**config.mk**
```make
export PLATFORM = sky130hd
export DESIGN_NAME = key_release
export DESIGN_NICKNAME = d
export VERILOG_FILES = /design/src/calc_pkg.sv /design/src/key_release.sv
export VERILOG_INCLUDE_DIRS = /design/src /design/src/include
export SDC_FILE = /design/constraint.sdc
export NUM_CORES = 1
export LEC_CHECK = 0
export CAP_MARGIN = 20
export CORE_MARGIN = 3
export CORE_UTILIZATION = 50
export DETAILED_ROUTE_END_ITERATION = 7
export DONT_BUFFER_PORTS = 1
export PLACE_DENSITY = 0.73
export SETUP_SLACK_MARGIN = 0.02
export SLEW_MARGIN = 20
export SYNTH_ARGS = -nofsm -noshare
export SYNTH_HDL_FRONTEND = slang
export SYNTH_SLANG_ARGS = --single-unit
```
**constraint.sdc**
```tcl
create_clock -name clk -period 1.9 [get_ports clk]
set_input_delay 0.095 -clock clk [delete_from_list [all_inputs] [get_ports clk]]
set_output_delay 0.095 -clock clk [all_outputs]
set_load 0.01 [all_outputs]
```
**src/include/calc_defines.svh**
```systemverilog
`ifndef CALC_DEFINES_SVH
`define CALC_DEFINES_SVH

// Q16.47 word
`define CALC_N 64
`define CALC_Q 47

// Display and entry width in characters
`define CALC_OUTLEN 16

// Digits accepted on each side of the point
`define CALC_MAX_DIGITS 5

// Digits, point, enter and four operators, plus one spare line
`define CALC_NUM_KEYS 17

`endif
```
**src/calc_pkg.sv**
```systemverilog
`include "calc_defines.svh"

package calc_pkg;

    typedef logic signed [`CALC_N-1:0] fixed_t;

    typedef logic [7:0] char_t;

    // Leftmost character sits in the top byte
    typedef logic [8*`CALC_OUTLEN-1:0] text_t;

    // Value doubles as the button bit index
    typedef enum logic [4:0] {
        KEY_0, KEY_1, KEY_2, KEY_3, KEY_4,
        KEY_5, KEY_6, KEY_7, KEY_8, KEY_9,
        KEY_POINT,
        KEY_ENTER,
        KEY_PLUS,
        KEY_MINUS,
        KEY_MULT,
        KEY_DIV
    } key_t;

    typedef enum logic [1:0] {OP_ADD, OP_SUB, OP_MUL, OP_DIV} op_t;

endpackage

```
**src/key_release.sv**
```systemverilog
`include "calc_defines.svh"

module key_release (
    input  logic                      clk,
    input  logic                      rst,
    input  logic [`CALC_NUM_KEYS-1:0] buttons,
    output logic                      key_valid,
    output calc_pkg::key_t            key
);

    logic [`CALC_NUM_KEYS-1:0] prev;
    logic [`CALC_NUM_KEYS-1:0] released;

    always_ff @(posedge clk or posedge rst) begin
        if (rst) begin
            prev <= '0;
        end else begin
            prev <= buttons;
        end
    end

    // Falling level on any button
    assign released  = prev & ~buttons;
    assign key_valid = |released;

    // Lowest index wins when several drop together
    always_comb begin
        key = calc_pkg::KEY_0;
        for (int i = `CALC_NUM_KEYS - 1; i >= 0; i--) begin
            if (released[i]) begin
                key = calc_pkg::key_t'(i);
            end
        end
    end

    // Reported key was released and nothing below it was
    lowest_release_wins: assert property (@(posedge clk) disable iff (rst)
        key_valid |-> released[key]
            && (released & ((`CALC_NUM_KEYS'(1) << key) - 1'b1)) == '0);

endmodule

```
==> flow_metrics.tcl <==
set metrics [dict create \
    cts_buffer_depth 2 \
    die_h_um 44.98 \
    n_antenna_cell 0 \
    cts_root_buffer "clkbuf_4" \
    final_layout_size_suffix_gt1_frac 0.1170 \
    min_path_type "in2async" \
    powerDensity_nw_per_um2 686.6 \
    vias_per_cell 5.138 \
    fin_crit_ns 1.983 \
    ys_seq_elements 17 \
    p_int_mw 0.5211 \
    worstSetupStartpointType "register" \
    clkTransAtPathRegs_ns 0.09 \
    seqPwrFrac 0.558 \
    yosys_warnings 0 \
    path_delay_family "simple AND/OR/NAND/NOR gates" \
    port_buffers 0 \
    largest_reg_flops 17 \
    synth_fp_nets 90 \
    clock-sinks 17 \
    ir_worst_vdd_mv 0.4573 \
    utilization 0.7335 \
    required_ns 1.80 \
    h-tree-depth 1 \
    power_switching_mw 0.1671 \
    avgRoutedWirePerCell_um 13.19 \
    power_frac_clock 0.272 \
    slew_headroom 0.5855 \
    path_cells "nor2b_4 -> or4_4 -> or3_4 -> nor3_2 -> nand2_1" \
    grt_start_max_net_pins 18 \
    cts_tree "built" \
    final_hold_viol_count 0 \
    endpoint_kind "primary output" \
    violations "negative setup slack" \
    floorplan.initialDensity 0.5559 \
    antenna_found_initial 0 \
    critical_path_class "reg2out" \
    status "finished, violations left" \
    slowest_delay_ns 0.52 \
    yosysSeqAreaShare 0.5601 \
    drc 0 \
    fp.dieArea_um2 2023 \
    syn_inst 71 \
    final.fill_count 101 \
    ant_nets 0 \
    fmax_ghz 0.5043 \
    place_congestion 0.7256 \
    maxCapViolCount 0 \
    syn_area_um2 759.5 \
    top_regs "prev (17)" \
    max_flop_register "prev" \
    die_w_um 44.98 \
    place_inst 86 \
    placement_rows 13 \
    setup_violations 3 \
    period_share 1.044 \
    setup_slack_ns -0.08301 \
    p_leak_nw 0.4291 \
    grt_pass1_vias 599 \
    rsz0062_at_grt "true" \
    nNetsFinal 114 \
    core_region_area_um2 1366 \
    crit_slowest_cell "or4_4" \
    synth_area_per_cell_um2 10.70 \
    grt_pass1_wl_um 2449 \
    grt_overflow 0 \
    cp.arrival_ns 1.89 \
    synth_cell_types 21 \
    hpwl_um 972.5 \
    swShare 0.2428 \
    finalNonFillerCells 109 \
    drtIter0Drc 14 \
    crit_buf_inv 0 \
    drt_first_pass_iters 4 \
    track_usage 0.1660 \
    syn2layout_area_growth_pct 31.96 \
    power_frac_comb 0.170 \
    crit_fanout 3 \
    ioPinCount 25 \
    worst_slew_pin_slew_ns 0.6211 \
    via_count 560 \
    wl_um 1438 \
    slew_violations 0 \
    cts-buffers-inserted 3 \
]
## placed cells by master (no fill, tap or decap), types with 3 or more instances in the layout
master / n
nor2_1: 7
clkbuf_4: 3
dfrtp_1: 17
dlygate4sd3_1: 18
nand2b_1: 8
nand2_1: 6
inv_1: 3
nor2b_1: 8
## power by group through the flow
stage	combinational (mW)	sequential (mW)	clock (mW)
finish	0.117	0.384	0.187
global route	0.131	0.386	0.208
CTS	0.116	0.384	0.196
detailed placement	0.0835	0.391	0
global placement	0.0827	0.391	0
floorplan	0.0717	0.390	0
## final timing paths
path | startpoint | end | slack, ns | cells after the start
worst max-delay path | prev[0]$_DFF_PP0_ | key_valid | -0.08 | 5
worst min-delay path | rst | prev[10]$_DFF_PP0_ | 0.33 | 2
max in group asynchronous | rst | prev[16]$_DFF_PP0_ | 1.17 | 2
min in group clk | buttons[5] | prev[5]$_DFF_PP0_ | 0.36 | 1
## layer usage
layer	wire (µm)	track usage	part of all wire
met3	84	0.03984	0.058
met5	0	0	0
met1	631	0.2191	0.44
met4	13	0.07018	0.0090
met2	708	0.2599	0.49
## logic make-up after synthesis
logic type,count (synthesis),synth area share
AOI/OAI and AO/OA,12,0.09886
buffers and inverters,3,0.01483
and+or+nand+nor,39,0.3262
DFF,17,0.5601
## cell usage after synthesis (all sizes together)
cell     count  area share
a21oi        2       0.013
a211oi       2       0.020
o2bb2ai      1       0.012
o21ai        4       0.026
nor3         1      0.0066
a31o         1       0.012
inv          3       0.015
nor2b       10        0.10
nor4         1       0.028
dfrtp       17        0.56
or3          1       0.015
or4          1       0.015
nor2         7       0.035
nand3        2       0.013
o22ai        1      0.0082
nand2        6       0.030
and2         2       0.016
a31oi        1      0.0082
nand2b       8       0.066
## per-stage QoR
step	TNS, ns	hold slack (ns)	setup slack [ns]	area (µm²)	total power, mW
6_report	-0.2069	0.3321	-0.08301	1002	0.6881
5_1_grt	-0.3999	0.3497	-0.1538	1002	0.7241
4_1_cts	-0.2507	0.3396	-0.09868	997.2	0.6955
3_5_place_dp	0	0.1025	0.1588	778.2	0.4750
3_3_place_gp	0	0.08934	0.1808	778.2	0.4737
2_1_floorplan	0	0.02107	0.2047	759.5	0.4620
## cell type report
| cell class | instances | area (µm²) | share of cell area |
|---|---|---|---|
| clock buffer | 4 | 26.28 | 0.02622 |
| inverter | 3 | 11.26 | 0.01124 |
| multi-input combinational | 51 | 332.8 | 0.3321 |
| sequential | 17 | 425.4 | 0.4245 |
| tap | 15 | 18.77 | 0.01873 |
| timing repair buffer | 19 | 187.7 | 0.1873 |
## repair_timing
action	in CTS	in global routing
hold buffers	18	0
setup buffers	1	0
resized for setup	1	1
endpoints found under the hold margin	34	0
setup endpoints to repair	3	4
cloned	0	0
pin swaps	2	0
Power figures use the tool's default switching activity.
