### config.mk
export PLATFORM = sky130hd
export DESIGN_NAME = fixed_divider
export DESIGN_NICKNAME = d
export VERILOG_FILES = /design/src/calc_pkg.sv /design/src/fixed_divider.sv
export VERILOG_INCLUDE_DIRS = /design/src /design/src/include
export SDC_FILE = /design/constraint.sdc
export NUM_CORES = 1
export LEC_CHECK = 0
export ABC_AREA = 1
export ABC_CLOCK_PERIOD_IN_PS = 10500
export BUFFER_PORTS_ARGS = -buffer_cell sky130_fd_sc_hd__buf_4
export CAP_MARGIN = 15
export CORE_UTILIZATION = 30
export CTS_CLUSTER_DIAMETER = 50
export CTS_CLUSTER_SIZE = 28
export DETAILED_ROUTE_END_ITERATION = 12
export GPL_ROUTABILITY_DRIVEN = 0
export GPL_TIMING_DRIVEN = 0
export PLACE_DENSITY = 0.52
export SLEW_MARGIN = 10
export SYNTH_ARGS = -nofsm -noshare
export SYNTH_HDL_FRONTEND = slang
export SYNTH_SLANG_ARGS = --single-unit
### constraint.sdc
create_clock -name clk -period 10.5 [get_ports clk]
set_input_delay 1.05 -clock clk [delete_from_list [all_inputs] [get_ports clk]]
set_output_delay 1.05 -clock clk [all_outputs]
set_load 0.01 [all_outputs]
### src/include/calc_defines.svh
`ifndef CALC_DEFINES_SVH
`define CALC_DEFINES_SVH

// Q16.47 word
`define CALC_N 64
`define CALC_Q 47

// Display and entry width in characters
`define CALC_OUTLEN 16

// Digits accepted on each side of the point
`define CALC_MAX_DIGITS 5

// Digits, point, enter and four operators, plus one spare line
`define CALC_NUM_KEYS 17

`endif
### src/calc_pkg.sv
`include "calc_defines.svh"

package calc_pkg;

    typedef logic signed [`CALC_N-1:0] fixed_t;

    typedef logic [7:0] char_t;

    // Leftmost character sits in the top byte
    typedef logic [8*`CALC_OUTLEN-1:0] text_t;

    // Value doubles as the button bit index
    typedef enum logic [4:0] {
        KEY_0, KEY_1, KEY_2, KEY_3, KEY_4,
        KEY_5, KEY_6, KEY_7, KEY_8, KEY_9,
        KEY_POINT,
        KEY_ENTER,
        KEY_PLUS,
        KEY_MINUS,
        KEY_MULT,
        KEY_DIV
    } key_t;

    typedef enum logic [1:0] {OP_ADD, OP_SUB, OP_MUL, OP_DIV} op_t;

endpackage

### src/fixed_divider.sv
`include "calc_defines.svh"

module fixed_divider (
    input  logic             clk,
    input  logic             rst,
    input  logic             start,
    input  calc_pkg::fixed_t dividend,
    input  calc_pkg::fixed_t divisor,
    output calc_pkg::fixed_t quotient,
    output logic             done
);

    localparam int STEPS = `CALC_N + `CALC_Q;
    localparam int CW    = $clog2(STEPS);

    logic [CW-1:0]       count;
    logic [STEPS-1:0]    dvd;
    logic [`CALC_N-1:0]  dvs;
    logic [`CALC_N-1:0]  rem;
    logic [`CALC_N-1:0]  quo;
    logic                neg;
    logic [`CALC_N-1:0]  mag_a;
    logic [`CALC_N-1:0]  mag_b;
    logic [`CALC_N:0]    trial;
    logic                fits;
    logic [`CALC_N-1:0]  rem_next;
    logic [`CALC_N-1:0]  quo_next;

    assign mag_a = dividend[`CALC_N-1] ? -dividend : dividend;
    assign mag_b = divisor[`CALC_N-1] ? -divisor : divisor;

    // One restoring step, next dividend bit into the remainder
    assign trial    = {rem, dvd[STEPS-1]};
    assign fits     = trial >= {1'b0, dvs};
    assign rem_next = fits ? `CALC_N'(trial - {1'b0, dvs}) : trial[`CALC_N-1:0];
    assign quo_next = {quo[`CALC_N-2:0], fits};

    always_ff @(posedge clk or posedge rst) begin
        if (rst) begin
            done  <= 1'b1;
            count <= '0;
        end else if (done && start) begin
            done  <= 1'b0;
            count <= CW'(STEPS - 1);
        end else if (!done) begin
            count <= count - 1'b1;
            if (count == '0) begin
                done <= 1'b1;
            end
        end
    end

    always_ff @(posedge clk) begin
        if (done && start) begin
            // Pre-scale by 2^Q so the quotient comes out in Q16.47
            dvd <= {mag_a, {`CALC_Q{1'b0}}};
            dvs <= mag_b;
            rem <= '0;
            quo <= '0;
            neg <= dividend[`CALC_N-1] ^ divisor[`CALC_N-1];
        end else if (!done) begin
            dvd <= dvd << 1;
            rem <= rem_next;
            quo <= quo_next;
            if (count == '0) begin
                quotient <= neg ? -quo_next : quo_next;
            end
        end
    end

    start_when_idle: assert property (@(posedge clk) disable iff (rst)
        start |-> done);

    busy_length: assert property (@(posedge clk) disable iff (rst)
        start |=> !done [*STEPS] ##1 done);

endmodule

==> impl_metrics.json, run 1 <==
{
  "setup_viol": 0,
  "fin_crit_ns": 4.69,
  "endpoint_kind": "register",
  "worst_setup_path_start_kind": "register",
  "cp_cell_sequence": "inv_1 -> ha_1 -> a21oi_1 -> o21ai_0 -> a21oi_1 -> a21oi_1 -> nor2_2 -> nand2_4 -> inv_2 -> buf_6 -> ha_1 -> nand3_1 -> nor2_1 -> nand4_1 -> inv_1 -> nand3_1 -> o31ai_2 -> o21ai_1 -> nor2_4 -> o21ai_0 -> nand2_1 -> nand2_1",
  "wirelength_mm": 77.2,
  "hold_viol": 0,
  "areaGrowthSynthToFinish_pct": 19.7,
  "hold_class": "in2async",
  "synth_edf_count": 193,
  "row_count": 99,
  "cts.path.max_buffers": 3,
  "multiInputGateArea_sq_um": 11600,
  "io_pins": 196,
  "yosysWarnings": 0,
  "die_w_um": 274,
  "worstPathArrival_ns": 5.04,
  "nNetsFinal": 3492,
  "fmax_mhz": 213,
  "postCtsSetupBuffers": 0,
  "ys_types": 58,
  "cts_htree_levels": 2,
  "relSlewSlack_pct": 31.9,
  "cp_data_required_time_ns": 10.85,
  "synth_nets": 3243,
  "grt_usage_pct": 20.3,
  "synth-seq-area-share_pct": 38.6,
  "cts_resized": 0,
  "routed_via_density": 4.93,
  "crit_buf_inv": 4,
  "status": "completed",
  "root_buffer": "clkbuf_16",
  "core_area_sq_um": 73000,
  "clk_latency_ns": 0.61,
  "wl_per_cell_um": 18.0,
  "post-route-period-util_pct": 44.7,
  "cpLargestDelayFamily": "compound AO/OA/AOI/OAI gates",
  "ys_ff_latch": 328,
  "drive_gt1_share_pct": 11.2,
  "antenna_found_initial": 0,
  "powerDensity_nw_per_um2": 254,
  "cpMostUsedCell": "a21oi_1",
  "clockPowerShare_pct": 23.7,
  "overflow": 0,
  "syn_area_per_cell_sq_um": 7.27,
  "dp.final_hpwl_mm": 61.7,
  "drt_iter0_drc": 1689,
  "grt_max_degree": 53,
  "critPathMaxStageDelay_ns": 0.37,
  "grt_pass1_vias": 20100,
  "synthArstFlopShare_pct": 2.44,
  "port_buffers": 194,
  "irDropWorstVdd_uv": 130,
  "yosys_most_used_dff": "edfxtp_1",
  "rsz0062_at_grt": "false",
  "grt_pass1_wl_mm": 117,
  "initial_core_util_pct": 30.3,
  "syn_area_sq_um": 22100,
  "regArea_sq_um": 8540,
  "power_frac_seq_pct": 31.5,
  "worst_clock_skew_ns": 0.0428,
  "cts_tree": "done",
  "combPwrFrac_pct": 44.8,
  "cts_buffers": 45,
  "final_util_pct": 36.3,
  "slowest_stage": "ha_1",
  "die-area_sq_um": 74800,
  "nFillCells": 7799,
  "diodes": 0,
  "drc": 0,
  "final_common_cell": "nand2_1",
  "critPathMaxFanout": 10,
  "drt_pass1_iterations": 8,
  "netlist_instances": 3042,
  "cts_sinks": 328,
  "worst_pin_slew_ns": 1.01,
  "final_max_slew_viol_count": 0,
  "tns_ns": 0,
  "internal_power_w": 0.00379,
  "final_cell_mix": "686 x nand2_1, 427 x inv_1, 374 x nor2_1",
  "p_switching_w": 0.00295,
  "leakage_nw": 11.3,
  "fp.dieH_um": 274,
  "max-cap-violations": 0,
  "cts_hold_buf": 0,
  "clk_pin_slew_ns": 0.07,
  "vias": 21100,
  "p_sw_share_pct": 43.8,
  "postRouteAntennaNets": 0,
  "worstSetupPathType": "reg2reg"
}
==> path summary, 6_finish.rpt <==
kind / cells past startpoint / end / start / slack, ns
max: 22 / quotient[56] / dvs[42] / 5.81
min: 2 / count[6] / rst / 0.40
max reg2reg: 22 / quotient[56] / dvs[42] / 5.81
min reg2reg: 2 / rem[29] / rem[29] / 0.47
max in group asynchronous: 2 / done / rst / 9.80
min in group clk: 2 / rem[29] / rem[29] / 0.47
==> layout make-up <==
type,count,area share (%)
buffer,78,1.37
clock buffer,49,4.35
clock inverter,35,1.64
inverter,435,6.17
multi-input combinational,2201,43.8
sequential,328,32.3
tap,959,4.53
timing repair buffer,202,5.88
==> power groups by stage <==
stage | clock (W) | sequential, W | combinational [W]
after floorplan | 0 | 0.00206 | 0.00212
after global placement | 0 | 0.00214 | 0.00298
after detailed placement | 0 | 0.00214 | 0.00298
after CTS | 0.00163 | 0.00212 | 0.00299
after global routing | 0.00169 | 0.00217 | 0.00338
final | 0.00160 | 0.00212 | 0.00302
==> worst register-to-register path: stages (launching register included) <==
cell,delay (ns)
edfxtp_1,0.33
inv_1,0.05
ha_1,0.37
a21oi_1,0.32
o21ai_0,0.20
a21oi_1,0.31
a21oi_1,0.13
nor2_2,0.22
nand2_4,0.14
inv_2,0.14
buf_6,0.20
ha_1,0.19
nand3_1,0.12
nor2_1,0.21
nand4_1,0.20
inv_1,0.09
nand3_1,0.18
o31ai_2,0.33
o21ai_1,0.21
nor2_4,0.25
o21ai_0,0.13
nand2_1,0.09
nand2_1,0.08
==> cells by family (layout without fill, tap and decap cells) <==
family / Yosys count / after routing / synth area share (%)
AND/OR/NAND/NOR: 1418 / 1418 / 27.4
AO/OA/AOI/OAI: 519 / 519 / 13.4
buffers and inverters: 513 / 799 / 8.99
flip-flops: 328 / 328 / 38.6
XOR/XNOR: 194 / 194 / 7.68
adder cells (fa/ha/maj): 70 / 70 / 3.99
==> per-stage QoR <==
stage / power [W] / hold slack, ns / cells / setup WS (ns) / area (sq um)
CTS: 0.00675 / 0.377 / 4287 / 5.87 / 26500
global route: 0.00724 / 0.391 / 4287 / 5.38 / 26500
detailed placement: 0.00512 / 0.465 / 4203 / 5.87 / 24900
finish: 0.00674 / 0.399 / 4287 / 5.81 / 26500
floorplan: 0.00418 / 0.445 / 3042 / 4.79 / 22100
global placement: 0.00512 / 0.461 / 4195 / 1.89 / 24800
==> layer usage <==
| metal | track usage (%) | wire length, um | up-vias |
|---|---|---|---|
| met1 | 28.9 | 36900 | 9877 |
| met2 | 32.1 | 34400 | 575 |
| met5 | 0 | 0 | - |
| li1 | - | - | 10600 |
| met3 | 2.41 | 3860 | 95 |
| met4 | 5.79 | 1970 | 0 |
==> cell usage after synthesis, types with 8 or more instances <==
cell type	n	area, sq um
a21o_1	12	90.1
a21oi_1	131	656
a31oi_1	25	156
clkbuf_1	55	206
dfxtp_1	127	2540
edfxtp_1	193	5800
ha_1	69	863
inv_1	427	1600
nand2_1	686	2570
nand2_2	11	68.8
nand3_1	151	756
nand4_1	44	275
nor2_1	374	1400
nor2_2	16	100
nor2_4	8	90.1
nor3_1	51	255
nor4_1	47	294
o211ai_1	20	150
o21ai_0	175	876
o21ai_1	38	190
o21bai_1	14	105
o22ai_1	64	400
o31ai_1	11	82.6
xnor2_1	63	552
xor2_1	131	1150
==> registers in the layout, summed over array words and instances (netlist names) <==
| register | cells |
|---|---|
| neg | 1 |
| dvd | 64 |
| quo | 63 |
| quotient | 64 |
| rem | 64 |
| count | 7 |
| done | 1 |
| dvs | 64 |
Note: power is estimated with default switching activity, not from simulation.
==> inputs of run 2 (changes only) <==
ABC_CLOCK_PERIOD_IN_PS = 4600   (was 10500)
clock period = 4.6 ns   (was 10.5 ns; I/O delays follow)
==> run 2 against run 1 <==
Effect of this change:
- fmax up 9.0%
- clock skew shrank 0.021 ns
- die area is the same
- highest routed layer unchanged
==> impl_metrics.json, run 2 (same netlist as run 1, synthesis figures left out) <==
{
  "clk_latency_ns": 0.60,
  "root_buffer": "clkbuf_16",
  "row_count": 99,
  "cts_buffers": 48,
  "tns_ns": 0,
  "final_common_cell": "nand2_1",
  "grt_pass1_vias": 20200,
  "routed_via_density": 4.91,
  "port_buffers": 194,
  "combPwrFrac_pct": 44.8,
  "grt_max_degree": 54,
  "powerDensity_nw_per_um2": 585,
  "antenna_found_initial": 1,
  "cp_data_required_time_ns": 4.94,
  "nNetsFinal": 3498,
  "status": "completed",
  "holdWs_ns": 0.0541,
  "r2r-start": "dvs[16]",
  "nFillCells": 7857,
  "max-cap-violations": 0,
  "hold_viol": 0,
  "die_w_um": 274,
  "fmax_mhz": 232,
  "worstSetupPathType": "reg2reg",
  "drt_iter0_drc": 1712,
  "final_cell_mix": "685 x nand2_1, 426 x inv_1, 370 x nor2_1",
  "io_pins": 196,
  "areaGrowthSynthToFinish_pct": 20.8,
  "power_frac_seq_pct": 31.0,
  "clockPowerShare_pct": 24.2,
  "dp.final_hpwl_mm": 61.7,
  "overflow": 0,
  "min_from": "divisor[0]",
  "cts_htree_levels": 2,
  "p_sw_share_pct": 43.7,
  "irDropWorstVdd_uv": 282,
  "relSlewSlack_pct": 23.9,
  "drt_pass1_iterations": 6,
  "grt_pass1_wl_mm": 118,
  "cts.path.max_buffers": 3,
  "critPathMaxFanout": 10,
  "setup_viol": 0,
  "leakage_nw": 11.4,
  "drc": 0,
  "initial_core_util_pct": 30.3,
  "rr_endpoint": "quotient[54]",
  "p_switching_w": 0.00683,
  "fin_crit_ns": 4.30,
  "fp.dieH_um": 274,
  "final_max_slew_viol_count": 0,
  "hold_class": "in2reg",
  "postRouteAntennaNets": 0,
  "fin_cells": 4297,
  "internal_power_w": 0.00879,
  "drive_gt1_share_pct": 12.0,
  "hold_depth": 1,
  "rsz0062_at_grt": "true",
  "clk_pin_slew_ns": 0.06,
  "min_to": "dvs[0]",
  "vias": 21100,
  "worst_pin_slew_ns": 1.14,
  "dpl.cell_count": 4201,
  "cts_sinks": 328,
  "worstPathArrival_ns": 4.64,
  "r2r_slack_ns": 0.30,
  "endpoint_kind": "register",
  "worst_clock_skew_ns": 0.0219,
  "reg2reg_depth": 25,
  "die-area_sq_um": 74800,
  "wirelength_mm": 77.1,
  "core_area_sq_um": 73000,
  "grt_usage_pct": 20.4,
  "cts_tree": "done",
  "wl_per_cell_um": 17.9,
  "worst_setup_path_start_kind": "register",
  "post-route-period-util_pct": 93.6
}
==> run 2: critical path, stage by stage (launching register included) <==
cell      delay [ns]
edfxtp_1        0.39
inv_1           0.06
ha_1            0.36
nand2_1         0.15
nor2_2          0.09
nand2_1         0.09
nor2_1          0.06
nand2_1         0.21
nor2_1          0.08
nor2_1          0.09
nand2_1         0.08
nor2_4          0.13
nand2_4         0.13
inv_4           0.11
buf_8           0.17
ha_1            0.18
nand3_1         0.14
nor2_2          0.19
nand4_1         0.22
nor2_2          0.16
nand2_1         0.12
nor2_4          0.16
a31oi_2         0.17
nor2_2          0.20
o21ai_0         0.12
xor2_1          0.19
==> run 2: stage by stage <==
stage	util (%)	instance area, sq um	power (W)	worst slack, ns
after detailed placement	34.1	24900	0.0117	-0.0699
after global placement	34.0	24800	0.0117	-0.903
after CTS	36.5	26600	0.0156	0.0498
after global routing	36.6	26700	0.0168	0.000946
after floorplan	-	22100	0.00953	0.880
final	36.6	26700	0.0156	0.295
==> run 2: final cells by class <==
| class | count | area, sq um | share of cell area (%) |
|---|---|---|---|
| Clock inverter | 39 | 462 | 1.73 |
| Sequential cell | 328 | 8540 | 32.0 |
| Timing Repair Buffer | 205 | 1600 | 6.00 |
| Tap cell | 959 | 1200 | 4.49 |
| Multi-Input combinational cell | 2201 | 11700 | 43.8 |
| Buffer | 78 | 367 | 1.37 |
| Inverter | 435 | 1640 | 6.12 |
| Antenna cell | 1 | 2.50 | 0.00936 |
| Clock buffer | 51 | 1210 | 4.54 |
==> run 2: worst max path at each step <==
stage | cells after the start | end | startpoint | slack, ns
final | 25 | quotient[54] | dvs[16] | 0.30
after global routing | 28 | quotient[56] | dvs[52] | 0.0009
after global placement | 7 | dvd[93] | done | -0.90
after CTS | 24 | quotient[56] | dvs[24] | 0.05
after floorplan | 4 | quotient[0] | done | 0.88
after detailed placement | 22 | quotient[56] | dvs[42] | -0.07
==> run 2: per-layer routing <==
metal	wire, um	global-route usage [%]	share of wire [%]	up-vias
met5	0	0	0	-
met4	2350	6.40	3.0	0
met3	4310	2.82	5.6	128
met2	33800	32.1	44	586
met1	36600	28.9	48	9801
li1	-	-	-	10600
==> run 2: power by group through the flow <==
| stage | sequential, W | clock, W | combinational (W) |
|---|---|---|---|
| after detailed placement | 0.00488 | 0 | 0.00684 |
| after floorplan | 0.00470 | 0 | 0.00483 |
| after global routing | 0.00495 | 0.00400 | 0.00783 |
| after global placement | 0.00489 | 0 | 0.00681 |
| after CTS | 0.00483 | 0.00388 | 0.00688 |
| final | 0.00484 | 0.00378 | 0.00700 |
==> run 2: what timing repair did <==
action	CTS	global route
gates resized for setup	4	25
setup endpoints to repair	6	11
pin swaps	1	6
buffers inserted	1	3
hold endpoints to repair	7	0
gates cloned	0	0
hold buffers	1	0
