===== src/include/calc_defines.svh =====
`ifndef CALC_DEFINES_SVH
`define CALC_DEFINES_SVH

// Q16.47 word
`define CALC_N 64
`define CALC_Q 47

// Display and entry width in characters
`define CALC_OUTLEN 16

// Digits accepted on each side of the point
`define CALC_MAX_DIGITS 5

// Digits, point, enter and four operators, plus one spare line
`define CALC_NUM_KEYS 17

`endif

===== src/calc_pkg.sv =====
`include "calc_defines.svh"

package calc_pkg;

    typedef logic signed [`CALC_N-1:0] fixed_t;

    typedef logic [7:0] char_t;

    // Leftmost character sits in the top byte
    typedef logic [8*`CALC_OUTLEN-1:0] text_t;

    // Value doubles as the button bit index
    typedef enum logic [4:0] {
        KEY_0, KEY_1, KEY_2, KEY_3, KEY_4,
        KEY_5, KEY_6, KEY_7, KEY_8, KEY_9,
        KEY_POINT,
        KEY_ENTER,
        KEY_PLUS,
        KEY_MINUS,
        KEY_MULT,
        KEY_DIV
    } key_t;

    typedef enum logic [1:0] {OP_ADD, OP_SUB, OP_MUL, OP_DIV} op_t;

endpackage


===== src/calc_ctrl.sv =====
`include "calc_defines.svh"

module calc_ctrl (
    input  logic             clk,
    input  logic             rst,
    input  logic             key_valid,
    input  calc_pkg::key_t   key,
    input  calc_pkg::fixed_t entry_value,
    input  calc_pkg::fixed_t sum,
    input  calc_pkg::fixed_t diff,
    input  calc_pkg::fixed_t prod,
    input  calc_pkg::fixed_t quotient,
    input  logic             div_done,
    input  calc_pkg::text_t  result_text,
    output calc_pkg::text_t  entry,
    output calc_pkg::fixed_t operand_a,
    output calc_pkg::fixed_t operand_b,
    output calc_pkg::fixed_t result,
    output logic             div_start,
    output calc_pkg::text_t  display,
    output calc_pkg::fixed_t val1,
    output calc_pkg::fixed_t val2,
    output logic             done
);

    typedef enum logic [2:0] {
        S_NUM1, S_OP, S_NUM2, S_CALC, S_WAIT_DIV, S_SHOW
    } state_t;

    localparam int IDX_W = $clog2(`CALC_OUTLEN + 1);
    localparam calc_pkg::text_t SPACES = {`CALC_OUTLEN{8'h20}};

    state_t           state;
    logic [IDX_W-1:0] wr_idx;
    calc_pkg::op_t    op;
    calc_pkg::char_t  key_char;
    calc_pkg::char_t  op_char;
    logic             is_sign;
    logic             is_char;
    logic             is_op;
    logic             can_append;
    logic             div_finished;

    // Minus on an empty entry is a sign, otherwise it is the operator
    assign is_sign    = key == calc_pkg::KEY_MINUS && wr_idx == '0;
    assign is_char    = key <= calc_pkg::KEY_9 || key == calc_pkg::KEY_POINT || is_sign;
    assign is_op      = key >= calc_pkg::KEY_PLUS && key <= calc_pkg::KEY_DIV;
    assign can_append = wr_idx < IDX_W'(`CALC_OUTLEN);

    // Divider done is stale while our start pulse is still out
    assign div_finished = state == S_WAIT_DIV && !div_start && div_done;

    assign operand_a = val1;
    assign operand_b = val2;

    always_comb begin
        if (key == calc_pkg::KEY_POINT) begin
            key_char = ".";
        end else if (key == calc_pkg::KEY_MINUS) begin
            key_char = "-";
        end else begin
            key_char = 8'("0" + key);
        end
    end

    always_comb begin
        case (op)
            calc_pkg::OP_ADD: op_char = "+";
            calc_pkg::OP_SUB: op_char = "-";
            calc_pkg::OP_MUL: op_char = "*";
            default:          op_char = "/";
        endcase
    end

    always_ff @(posedge clk or posedge rst) begin
        if (rst) begin
            state     <= S_NUM1;
            wr_idx    <= '0;
            op        <= calc_pkg::OP_ADD;
            entry     <= SPACES;
            display   <= SPACES;
            val1      <= '0;
            val2      <= '0;
            div_start <= 1'b0;
            done      <= 1'b0;
        end else begin
            case (state)
                S_NUM1, S_NUM2: begin
                    display <= entry;
                    if (key_valid && is_char && can_append) begin
                        entry[8*(`CALC_OUTLEN-1-wr_idx) +: 8] <= key_char;
                        wr_idx <= wr_idx + 1'b1;
                    end else if (key_valid && is_op && state == S_NUM1) begin
                        // Operator keys follow KEY_PLUS in op_t order
                        op    <= calc_pkg::op_t'(key[1:0]);
                        val1  <= entry_value;
                        state <= S_OP;
                    end else if (key_valid && key == calc_pkg::KEY_ENTER && state == S_NUM2) begin
                        val2  <= entry_value;
                        state <= S_CALC;
                    end
                end
                S_OP: begin
                    entry   <= SPACES;
                    wr_idx  <= '0;
                    display <= {op_char, SPACES[8*`CALC_OUTLEN-9:0]};
                    state   <= S_NUM2;
                end
                S_CALC: begin
                    if (op == calc_pkg::OP_DIV) begin
                        div_start <= 1'b1;
                        state     <= S_WAIT_DIV;
                    end else begin
                        state <= S_SHOW;
                    end
                end
                S_WAIT_DIV: begin
                    div_start <= 1'b0;
                    if (div_finished) begin
                        state <= S_SHOW;
                    end
                end
                S_SHOW: begin
                    display <= result_text;
                    done    <= 1'b1;
                end
                default: state <= S_NUM1;
            endcase
        end
    end

    always_ff @(posedge clk) begin
        if (state == S_CALC) begin
            case (op)
                calc_pkg::OP_ADD: result <= sum;
                calc_pkg::OP_SUB: result <= diff;
                calc_pkg::OP_MUL: result <= prod;
                default: ;
            endcase
        end else if (div_finished) begin
            result <= quotient;
        end
    end

    // Once done, the shown result stays put
    done_sticky: assert property (@(posedge clk) disable iff (rst)
        done |=> done && $stable(display));

endmodule


===== config.mk =====
export PLATFORM = sky130hd
export DESIGN_NAME = calc_ctrl
export DESIGN_NICKNAME = d
export VERILOG_FILES = /design/src/calc_pkg.sv /design/src/calc_ctrl.sv
export VERILOG_INCLUDE_DIRS = /design/src /design/src/include
export SDC_FILE = /design/constraint.sdc
export NUM_CORES = 1
export LEC_CHECK = 0
export CAP_MARGIN = 10
export CORE_AREA = 4 4 399 401
export CTS_CLUSTER_SIZE = 8
export DETAILED_ROUTE_END_ITERATION = 16
export DIE_AREA = 0 0 403 405
export DONT_BUFFER_PORTS = 1
export HOLD_SLACK_MARGIN = 0.15
export PLACE_DENSITY = 0.34
export SYNTH_ARGS = -nofsm -noshare
export SYNTH_HDL_FRONTEND = slang
export SYNTH_SLANG_ARGS = --single-unit

===== constraint.sdc =====
create_clock -name clk -period 12.5 [get_ports clk]
set_clock_uncertainty 0.05 [all_clocks]
set_input_delay 1.25 -clock clk [delete_from_list [all_inputs] [get_ports clk]]
set_output_delay 1.25 -clock clk [all_outputs]
set_load 0.005 [all_outputs]

==> results of run 1 <==
flip-flops by register name, indices dropped and copies added, names as in the netlist:
register	flops
wr_idx	5
operand_b	64
display	128
state	3
div_start	1
result	64
operand_a	64
op	2
done	1
entry	112
per-stage QoR:
step                      utilization  hold slack (ns)  instances  power (uW)
after floorplan                     -            0.409       1910        3430
after global placement          0.143            0.451       3714        4140
after detailed placement        0.143            0.454       3714        4140
after CTS                       0.157            0.442       3822        6040
after global routing            0.157            0.490       3831        6270
final                           0.157            0.469       3846        5880
cell type report:
cell class	instances	area, um2	share of cell area
Multi-Input combinational cell	1102	7750	0.317
Timing Repair Buffer	28	210	0.00860
Sequential cell	444	11500	0.469
Clock inverter	6	104	0.00425
Tap cell	2058	2570	0.105
Clock buffer	102	1950	0.0799
Inverter	82	315	0.0129
Antenna cell	24	60.1	0.00246
power by group through the flow:
stage | Combinational [uW] | Sequential [uW] | Clock, uW
floorplan | 1330 | 2100 | 0
global placement | 1660 | 2480 | 0
detailed placement | 1670 | 2480 | 0
CTS | 1670 | 2460 | 1910
global route | 1820 | 2490 | 1960
finish | 1620 | 2430 | 1830
worst paths after layout:
kind | from | endpoint | slack (ns) | depth (start not counted)
worst min-delay path | done | done | 0.47 | 1
worst max register to register | wr_idx[0] | entry[54] | 8.88 | 8
worst min register to register | done | done | 0.47 | 1
max in group asynchronous | rst | state[2] | 9.12 | 4
min in group asynchronous | rst | display[52] | 0.48 | 1
worst max-delay path | wr_idx[0] | entry[54] | 8.88 | 8
cell usage in the layout (no fill, tap or decap), types with 5 or more instances in the layout:
| master | count |
|---|---|
| dfrtp_1 | 346 |
| nand2_1 | 238 |
| o21ai_0 | 144 |
| mux2_2 | 130 |
| mux2i_1 | 90 |
| a22oi_1 | 88 |
| inv_1 | 81 |
| clkbuf_16 | 70 |
| a222oi_1 | 68 |
| edfxtp_1 | 64 |
| nor2_1 | 46 |
| a21oi_1 | 33 |
| dfstp_2 | 32 |
| nand3_1 | 28 |
| buf_4 | 28 |
| nor2b_1 | 27 |
| diode_2 | 24 |
| a211oi_1 | 24 |
| clkbuf_1 | 24 |
| a22o_1 | 19 |
| and3_1 | 18 |
| conb_1 | 16 |
| o22ai_1 | 12 |
| ha_1 | 11 |
| nand3b_1 | 9 |
| clkbuf_8 | 8 |
| nor3_1 | 7 |
| nand2b_1 | 6 |
| o221ai_1 | 6 |
| nand4_1 | 6 |
| nand3_2 | 6 |
| or3_1 | 5 |
cells by family after synthesis:
family          Yosys count  synth area share
simple gates            433            0.0991
other cells               1          0.000178
mux                     223             0.115
fa+ha+maj                14           0.00831
flops                   444             0.544
buf+inv                 364            0.0950
xor+xnor                  6           0.00285
compound gates          410             0.135
synthesized netlist by cell type (all sizes together) (3+ instances only):
cell type  number  area (um2)
a211oi         24         180
nor2           49         186
a22o           19         166
clkbuf         88         330
o211ai          3        22.5
a21oi          33         165
o22ai          13        81.3
xnor2           5        51.3
or4             3        22.5
mux2i          92         946
and2            5        31.3
edfxtp         64        1920
dfrtp         348        8710
nand3          36         223
o221ai          6        52.6
or3             5        31.3
buf           194        1370
dfstp          32         841
ha             14         175
nand2         242         913
nand2b          6        37.5
nand3b          9        67.6
nor2b          27         169
a222oi         68         681
nand4b          3        41.3
inv            82         308
a22oi          88         661
nor3            9        50.1
mux2          131        1480
and3           18         113
nand4           6        37.5
o21ai         147         736
metal layers:
| layer | GRT usage | share of wire | vias to the layer above |
|---|---|---|---|
| met5 | 0 | 0.00063 | - |
| met4 | 0.0445 | 0.025 | 12 |
| met3 | 0.0800 | 0.13 | 141 |
| met2 | 0.226 | 0.47 | 783 |
| met1 | 0.157 | 0.38 | 7683 |
| li1 | - | - | 6340 |
==> impl_metrics.csv, run 1 <==
group,metric,value,unit
run_status,status,"complete, no violations",
logic_synthesis,synthArstFlopShare,0.856,
sta,worst_pin_slew,1.09,ns
clocking,tritoncts,"built",
power,p_sw,2470,uW
cells_and_area,nFillCells,17400,
cells_and_area,areaGrowthSynthToFinish,16.0,%
detailed_routing,drt_wl_total,120000,um
global_routing,globalRouteTotalUtil,0.141,
global_routing,grt_start_max_net_pins,87,
logic_synthesis,synth-seq-area-share,0.544,
detailed_routing,post_drt_wl_per_cell,31.2,um
worst_setup_path,crit_chain,"inv_1 > or4_1 > ha_1 > and2_1 > and4bb_1 > and4_1 > nand3_2 > and3_1",
worst_setup_path,required,12.98,ns
worst_setup_path,start_kind,"flop",
sta,max_clock_freq,276,MHz
clocking,cts.sinks,444,
sta,rsz0062_at_grt,"false",
worst_setup_path,crit_path_end_kind,"flop",
clocking,cts_buffers,68,
worst_setup_path,critPathSlowestCell,"or4_1",
power,p_clk_frac,0.311,
cells_and_area,fin_area,0.0244,mm2
clocking,clockBufferDepth,3,
power,power_frac_comb,0.276,
worst_setup_path,crit_type,"reg -> reg",
cells_and_area,drive_above_1_share,0.177,
die,die_h,405,um
logic_synthesis,syn-instance-count,1895,
sta,period_needed,3.62,ns
clocking,clk-insertion-delay-late,0.66,ns
power,swShare,0.419,
power,p_per_area,241,mW/mm2
hold_path,hp-class,"reg -> reg",
power,p_int,3410,uW
logic_synthesis,ys.flop_type,"dfrtp_1",
flow_run,maxCapViolCount,0,
die,fp.dieW,403,um
placed_design,dp_hpwl,96500,um
detailed_routing,num_vias,15000,
global_routing,antenna_found_initial,45,
global_routing,grt_pass1_wl,155000,um
placed_design,dpl-instance-area,0.0223,mm2
clocking,h-tree-depth,3,
sta,fin_ws,8.88,ns
worst_setup_path,path_delay_family,"simple AND/OR/NAND/NOR gates",
die,fp-row-count,145,
die,core-area,0.156,mm2
power,leakage,0.0107,uW
detailed_routing,first_pass_iters,8,
clocking,ctsHoldBuffers,0,
sta,post-route-period-util,0.290,
logic_synthesis,synth_seq_cells,444,
sta,max_slew_margin,0.276,
logic_synthesis,yosysWarnings,0,
die,initial_core_util,0.135,
die,die_area,0.163,mm2
clocking,post_cts_buffers,0,
die,io_pins,1035,
global_routing,grt_overflow,0,
worst_setup_path,cp.arrival,4.10,ns
detailed_routing,drtAntennaViolNets,0,
detailed_routing,drt_iter0_drc,1163,
placed_design,pre_cts_ws,8.24,ns
power,ir_drop,125,uV
logic_synthesis,synth_edf_count,64,
clocking,clk_pin_slew,0.06,ns
global_routing,grt_pass1_vias,15300,
detailed_routing,drcViolationCount,0,
sta,final.setup.tns,0,ns
clocking,ctsResizeCount,0,
detailed_routing,drt-vias-per-instance,3.89,
placed_design,portBuffers,0,
clocking,root_buffer,"clkbuf_16",
sta,finalHoldViolCount,0,
worst_setup_path,timing.critical_path.buf_inv,1,
logic_synthesis,avgSynthCellArea,11.1,um2
logic_synthesis,yosysUniqueCellTypes,67,
sta,setup_viol,0,
placed_design,gp_congestion,0.796,
worst_setup_path,cpPeakStageDelay,0.58,ns
power,p_seq_frac,0.414,
sta,final-max-slew-violation-count,0,
logic_synthesis,synth_area,0.0211,mm2
worst_setup_path,path_max_fanout,11,
cells_and_area,nNetsFinal,2197,
Power figures use the tool's default switching activity.
==> run 2, diff against run 1 <==
==> constraint.sdc (replaced) <==
create_clock -name clk -period 3 [get_ports clk]
set_clock_uncertainty 0.05 [all_clocks]
set_input_delay 0.3 -clock clk [delete_from_list [all_inputs] [get_ports clk]]
set_output_delay 0.3 -clock clk [all_outputs]
set_load 0.005 [all_outputs]
==> impl_metrics.csv, run 2 (same netlist as run 1, synthesis figures left out) <==
group,metric,value,unit
die,die_h,405,um
sta,fin_ws,0.132,ns
clocking,clk-insertion-delay-late,0.70,ns
global_routing,grt_pass1_vias,17400,
detailed_routing,drcViolationCount,0,
worst_setup_path,crit_type,"reg -> reg",
clocking,cts_buffers,69,
clocking,h-tree-depth,3,
die,initial_core_util,0.135,
cells_and_area,largest-register,"display",
sta,period_needed,2.87,ns
global_routing,grt_overflow,0,
global_routing,grt_start_max_net_pins,98,
worst_setup_path,cp.arrival,3.40,ns
run_status,status,"complete, no violations",
placed_design,portBuffers,0,
worst_setup_path,required,3.54,ns
die,io_pins,1035,
die,die_area,0.163,mm2
die,core-area,0.156,mm2
detailed_routing,drt_wl_total,124000,um
clocking,tritoncts,"built",
power,ir_drop,553,uV
detailed_routing,drtAntennaViolNets,0,
worst_setup_path,timing.critical_path.buf_inv,4,
sta,post-route-period-util,0.956,
detailed_routing,drt_iter0_drc,1308,
cells_and_area,utilization,0.183,
cells_and_area,final_common_cell,"dlygate4sd3_1",
worst_setup_path,path_max_fanout,65,
power,p_int,15300,uW
global_routing,grt_pass1_wl,162000,um
worst_setup_path,critPathSlowestCell,"dlygate4sd3_1",
cells_and_area,reg_top3,"display (128), entry (112)",
cells_and_area,largest_reg_flops,128,
worst_setup_path,start_kind,"flop",
cells_and_area,layout.cells.most_common_list,"dlygate4sd3_1 (349), dfrtp_1 (344), nand2_1 (238)",
placed_design,gp_congestion,0.791,
die,fp.dieW,403,um
worst_setup_path,cpPeakStageDelay,0.55,ns
power,p_clk_frac,0.294,
sta,finalHoldViolCount,0,
placed_design,dp_hpwl,96900,um
sta,final-max-slew-violation-count,0,
cells_and_area,nNetsFinal,2596,
power,power_frac_comb,0.322,
sta,max_clock_freq,349,MHz
sta,setup_viol,0,
flow_run,maxCapViolCount,0,
clocking,clockBufferDepth,3,
cells_and_area,nFillCells,17100,
hold_path,hp-class,"in -> reg",
sta,worst_pin_slew,1.14,ns
cells_and_area,areaGrowthSynthToFinish,35.4,%
detailed_routing,first_pass_iters,6,
clocking,cts.sinks,444,
clocking,clk_pin_slew,0.06,ns
detailed_routing,post_drt_wl_per_cell,29.3,um
cells_and_area,seq_area,0.0115,mm2
global_routing,globalRouteTotalUtil,0.145,
global_routing,antenna_found_initial,45,
worst_setup_path,crit_path_end_kind,"flop",
power,p_per_area,925,mW/mm2
power,leakage,0.0125,uW
sta,max_slew_margin,0.243,
die,fp-row-count,145,
power,p_seq_frac,0.384,
worst_setup_path,path_delay_family,"buffers and inverters",
placed_design,pre_cts_ws,0.130,ns
power,p_sw,11100,uW
detailed_routing,num_vias,16900,
power,swShare,0.419,
clocking,root_buffer,"clkbuf_16",
worst_setup_path,crit_chain,"inv_1 > ha_1 > nand2_1 > o311a_1 > o21ai_4 > buf_12 > buf_4 > mux2_2 > dlygate4sd3_1",
cells_and_area,multi_input_area,0.00776,mm2
detailed_routing,drt-vias-per-instance,3.97,
cells_and_area,drive_above_1_share,0.167,
-- run 2: worst paths after layout --
| check | start | to | slack (ns) | cells past startpoint |
|---|---|---|---|---|
| min | result_text[7] | display[7] | 0.26 | 2 |
| max reg2reg | wr_idx[0] | op[0] | 0.13 | 9 |
| min in group asynchronous | rst | display[121] | 0.47 | 3 |
| max in group asynchronous | rst | display[18] | 1.75 | 3 |
| max | wr_idx[0] | op[0] | 0.13 | 9 |
| min reg2reg | display[7] | display[7] | 0.48 | 1 |
-- run 2: layout make-up --
| class | count | area share |
|---|---|---|
| repair buffers | 426 | 0.150 |
| inverters | 82 | 0.0109 |
| well taps | 2058 | 0.0903 |
| multi-input cells | 1102 | 0.272 |
| diodes | 7 | 0.000614 |
| flip-flops and latches | 444 | 0.402 |
| clock buffers | 109 | 0.0661 |
| clock inverters | 14 | 0.00772 |
-- run 2: metal layers --
metal / GRT usage / wire (um)
met1: 0.170 / 49500
met2: 0.235 / 58000
met3: 0.0647 / 12700
met4: 0.0485 / 4120
met5: 0 / 40
-- run 2: metrics by stage --
stage | TNS (ns) | hold slack (ns) | total power [uW] | area, um2 | std cells
after floorplan | -878.82 | 0.383 | 14300 | 21100 | 1910
after global placement | 0 | 0.229 | 17900 | 22800 | 3759
after detailed placement | 0 | 0.233 | 17900 | 22800 | 3759
after CTS | 0 | 0.150 | 26900 | 28500 | 4233
after global routing | -0.129 | 0.210 | 28100 | 28500 | 4241
final | 0 | 0.264 | 26400 | 28500 | 4242
-- run 2: repair_timing --
item / 4_1_cts / 5_1_grt
setup buffers: 0 / 2
gates resized for setup: 0 / 4
setup endpoints to repair: 0 / 21
hold buffers: 351 / 0
endpoints found under the hold margin: 756 / 0
-- run 2: power by group through the flow --
| stage | combinational, uW | clock [uW] | sequential [uW] |
|---|---|---|---|
| 6_report | 8500 | 7760 | 10100 |
| 5_1_grt | 9320 | 8380 | 10400 |
| 3_3_place_gp | 7560 | 0 | 10300 |
| 2_1_floorplan | 5550 | 0 | 8720 |
| 3_5_place_dp | 7590 | 0 | 10300 |
| 4_1_cts | 8490 | 8170 | 10200 |
==> run 3, diff against run 2 <==
--- a/config.mk
+++ b/config.mk
@@ -12,8 +12,8 @@
 export DETAILED_ROUTE_END_ITERATION = 16
 export DIE_AREA = 0 0 403 405
 export DONT_BUFFER_PORTS = 1
-export HOLD_SLACK_MARGIN = 0.15
-export PLACE_DENSITY = 0.34
+export HOLD_SLACK_MARGIN = 0.06
+export SLEW_MARGIN = 20
 export SYNTH_ARGS = -nofsm -noshare
 export SYNTH_HDL_FRONTEND = slang
 export SYNTH_SLANG_ARGS = --single-unit
==> impl_metrics.csv, run 3 (same netlist as run 1, synthesis figures left out) <==
group,metric,value,unit
run_status,status,"complete, no violations",
cells_and_area,drive_above_1_share,0.170,
sta,worst_pin_slew,1.04,ns
detailed_routing,drt_wl_total,129000,um
die,initial_core_util,0.135,
sta,finalHoldViolCount,0,
power,ir_drop,633,uV
die,fp.dieW,403,um
die,io_pins,1035,
cells_and_area,areaGrowthSynthToFinish,34.5,%
cells_and_area,nFillCells,17000,
clocking,root_buffer,"clkbuf_16",
placed_design,dp_hpwl,103000,um
cells_and_area,final_common_cell,"dfrtp_1",
hold_path,hp-class,"in -> reg",
clocking,tritoncts,"built",
detailed_routing,num_vias,17500,
placed_design,gp_congestion,0.852,
power,p_int,15100,uW
die,fp-row-count,145,
cells_and_area,largest_reg_flops,128,
global_routing,antenna_found_initial,48,
cells_and_area,seq_area,0.0115,mm2
sta,holdWs,0.147,ns
die,die_h,405,um
power,p_per_area,936,mW/mm2
power,power_frac_comb,0.329,
worst_setup_path,path_max_fanout,25,
die,core-area,0.156,mm2
power,p_seq_frac,0.389,
detailed_routing,drt_iter0_drc,1776,
global_routing,grt_start_max_net_pins,104,
cells_and_area,multi_input_area,0.00777,mm2
global_routing,grt_pass1_wl,164000,um
clocking,clk_pin_slew,0.06,ns
worst_setup_path,crit_path_end_kind,"flop",
worst_setup_path,crit_type,"reg -> reg",
flow_run,maxCapViolCount,0,
cells_and_area,largest-register,"display",
die,die_area,0.163,mm2
worst_setup_path,required,3.39,ns
worst_setup_path,cpPeakStageDelay,0.57,ns
placed_design,post-place-cells,3764,
cells_and_area,layout.cells.most_common_list,"dfrtp_1 (346), dlygate4sd3_1 (328), nand2_1 (238)",
detailed_routing,post_drt_wl_per_cell,30.5,um
power,leakage,0.0124,uW
detailed_routing,first_pass_iters,11,
global_routing,grt_overflow,0,
cells_and_area,fin_cells,4224,
worst_setup_path,path_delay_family,"buffers and inverters",
power,p_clk_frac,0.282,
worst_setup_path,crit_top_cell,"o21ai_0",
global_routing,grt_pass1_vias,17500,
sta,max_slew_margin,0.306,
cells_and_area,reg_top3,"display (128), entry (112)",
clocking,clockBufferDepth,3,
power,p_sw,11400,uW
power,fin_total_pwr,26500,uW
detailed_routing,drt-vias-per-instance,4.13,
detailed_routing,drcViolationCount,0,
cells_and_area,nNetsFinal,2578,
worst_setup_path,crit_chain,"inv_1 > ha_4 > buf_4 > a22oi_1 > nand2_1 > o21ai_0 > o21ai_0 > dlygate4sd3_1",
worst_setup_path,cp.arrival,3.30,ns
worst_setup_path,start_kind,"flop",
global_routing,globalRouteTotalUtil,0.149,
sta,setup_viol,0,
sta,final-max-slew-violation-count,0,
sta,rsz0062_at_grt,"false",
power,swShare,0.430,
placed_design,portBuffers,0,
sta,max_clock_freq,343,MHz
clocking,clk-insertion-delay-late,0.69,ns
worst_setup_path,r2r_setup_slack,0.09,ns
clocking,cts_buffers,67,
detailed_routing,drtAntennaViolNets,0,
worst_setup_path,timing.critical_path.buf_inv,3,
sta,post-route-period-util,0.971,
sta,period_needed,2.91,ns
cells_and_area,utilization,0.182,
clocking,h-tree-depth,3,
worst_setup_path,critPathSlowestCell,"dlygate4sd3_1",
clocking,cts.sinks,444,
==> run 3: cell type report <==
| type | instances | share of cell area |
|---|---|---|
| multi-input cells | 1102 | 0.274 |
| well taps | 2058 | 0.0908 |
| clock inverters | 10 | 0.00728 |
| clock buffers | 103 | 0.0650 |
| inverters | 82 | 0.0110 |
| diodes | 15 | 0.00132 |
| repair buffers | 410 | 0.146 |
| flip-flops and latches | 444 | 0.405 |
==> run 3: worst register-to-register path, delay by kind of cell (launching register included) <==
kind / cells / cell delay (ns)
buffers and inverters: 3 / 0.99
AOI/OAI and AO/OA: 3 / 0.73
DFF: 1 / 0.45
adders and majority gates: 1 / 0.28
and+or+nand+nor: 1 / 0.16
==> run 3: per-layer routing <==
metal,share of wire,wire length [um],track usage,vias up
met1,0.37,48200,0.167,8933
met3,0.12,15900,0.0763,247
met4,0.037,4820,0.0554,6
met5,0.00026,34,0,-
li1,-,-,-,7074
met2,0.47,60100,0.242,1204
==> run 3: path summary, 6_finish.rpt <==
path                       depth (start not counted)            end      start
setup reg to reg                                   8     result[44]      op[0]
min in group asynchronous                          3       state[1]        rst
setup / recovery                                   8     result[44]      op[0]
hold / removal                                     3      entry[10]     key[2]
hold reg to reg                                    2    display[21]  entry[21]
max in group asynchronous                          3  operand_a[41]        rst
==> run 3: power by group through the flow <==
stage | clock, uW | sequential (uW) | combinational (uW)
3_3_place_gp | 0 | 10500 | 7500
6_report | 7480 | 10300 | 8730
4_1_cts | 7730 | 10400 | 8420
3_5_place_dp | 0 | 10500 | 7700
2_1_floorplan | 0 | 8720 | 5550
5_1_grt | 7970 | 10600 | 9450
==> run 3: per-stage QoR <==
stage                     setup TNS (ns)  cell area, um2  setup WS [ns]
after floorplan                  -878.82           21100          -2.43
after global placement                 0           22900         0.0434
after detailed placement               0           22900        0.00705
after CTS                              0           28200         0.0215
after global routing                   0           28300        0.00659
final                                  0           28400         0.0865
==> run 3: what timing repair did <==
action                                  4_1_cts  5_1_grt
pin swaps                                     0        1
gates resized for setup                       1        4
setup buffers                                 0        4
endpoints found under the setup margin        1       32
endpoints found under the hold margin       553        0
hold buffers                                328        0
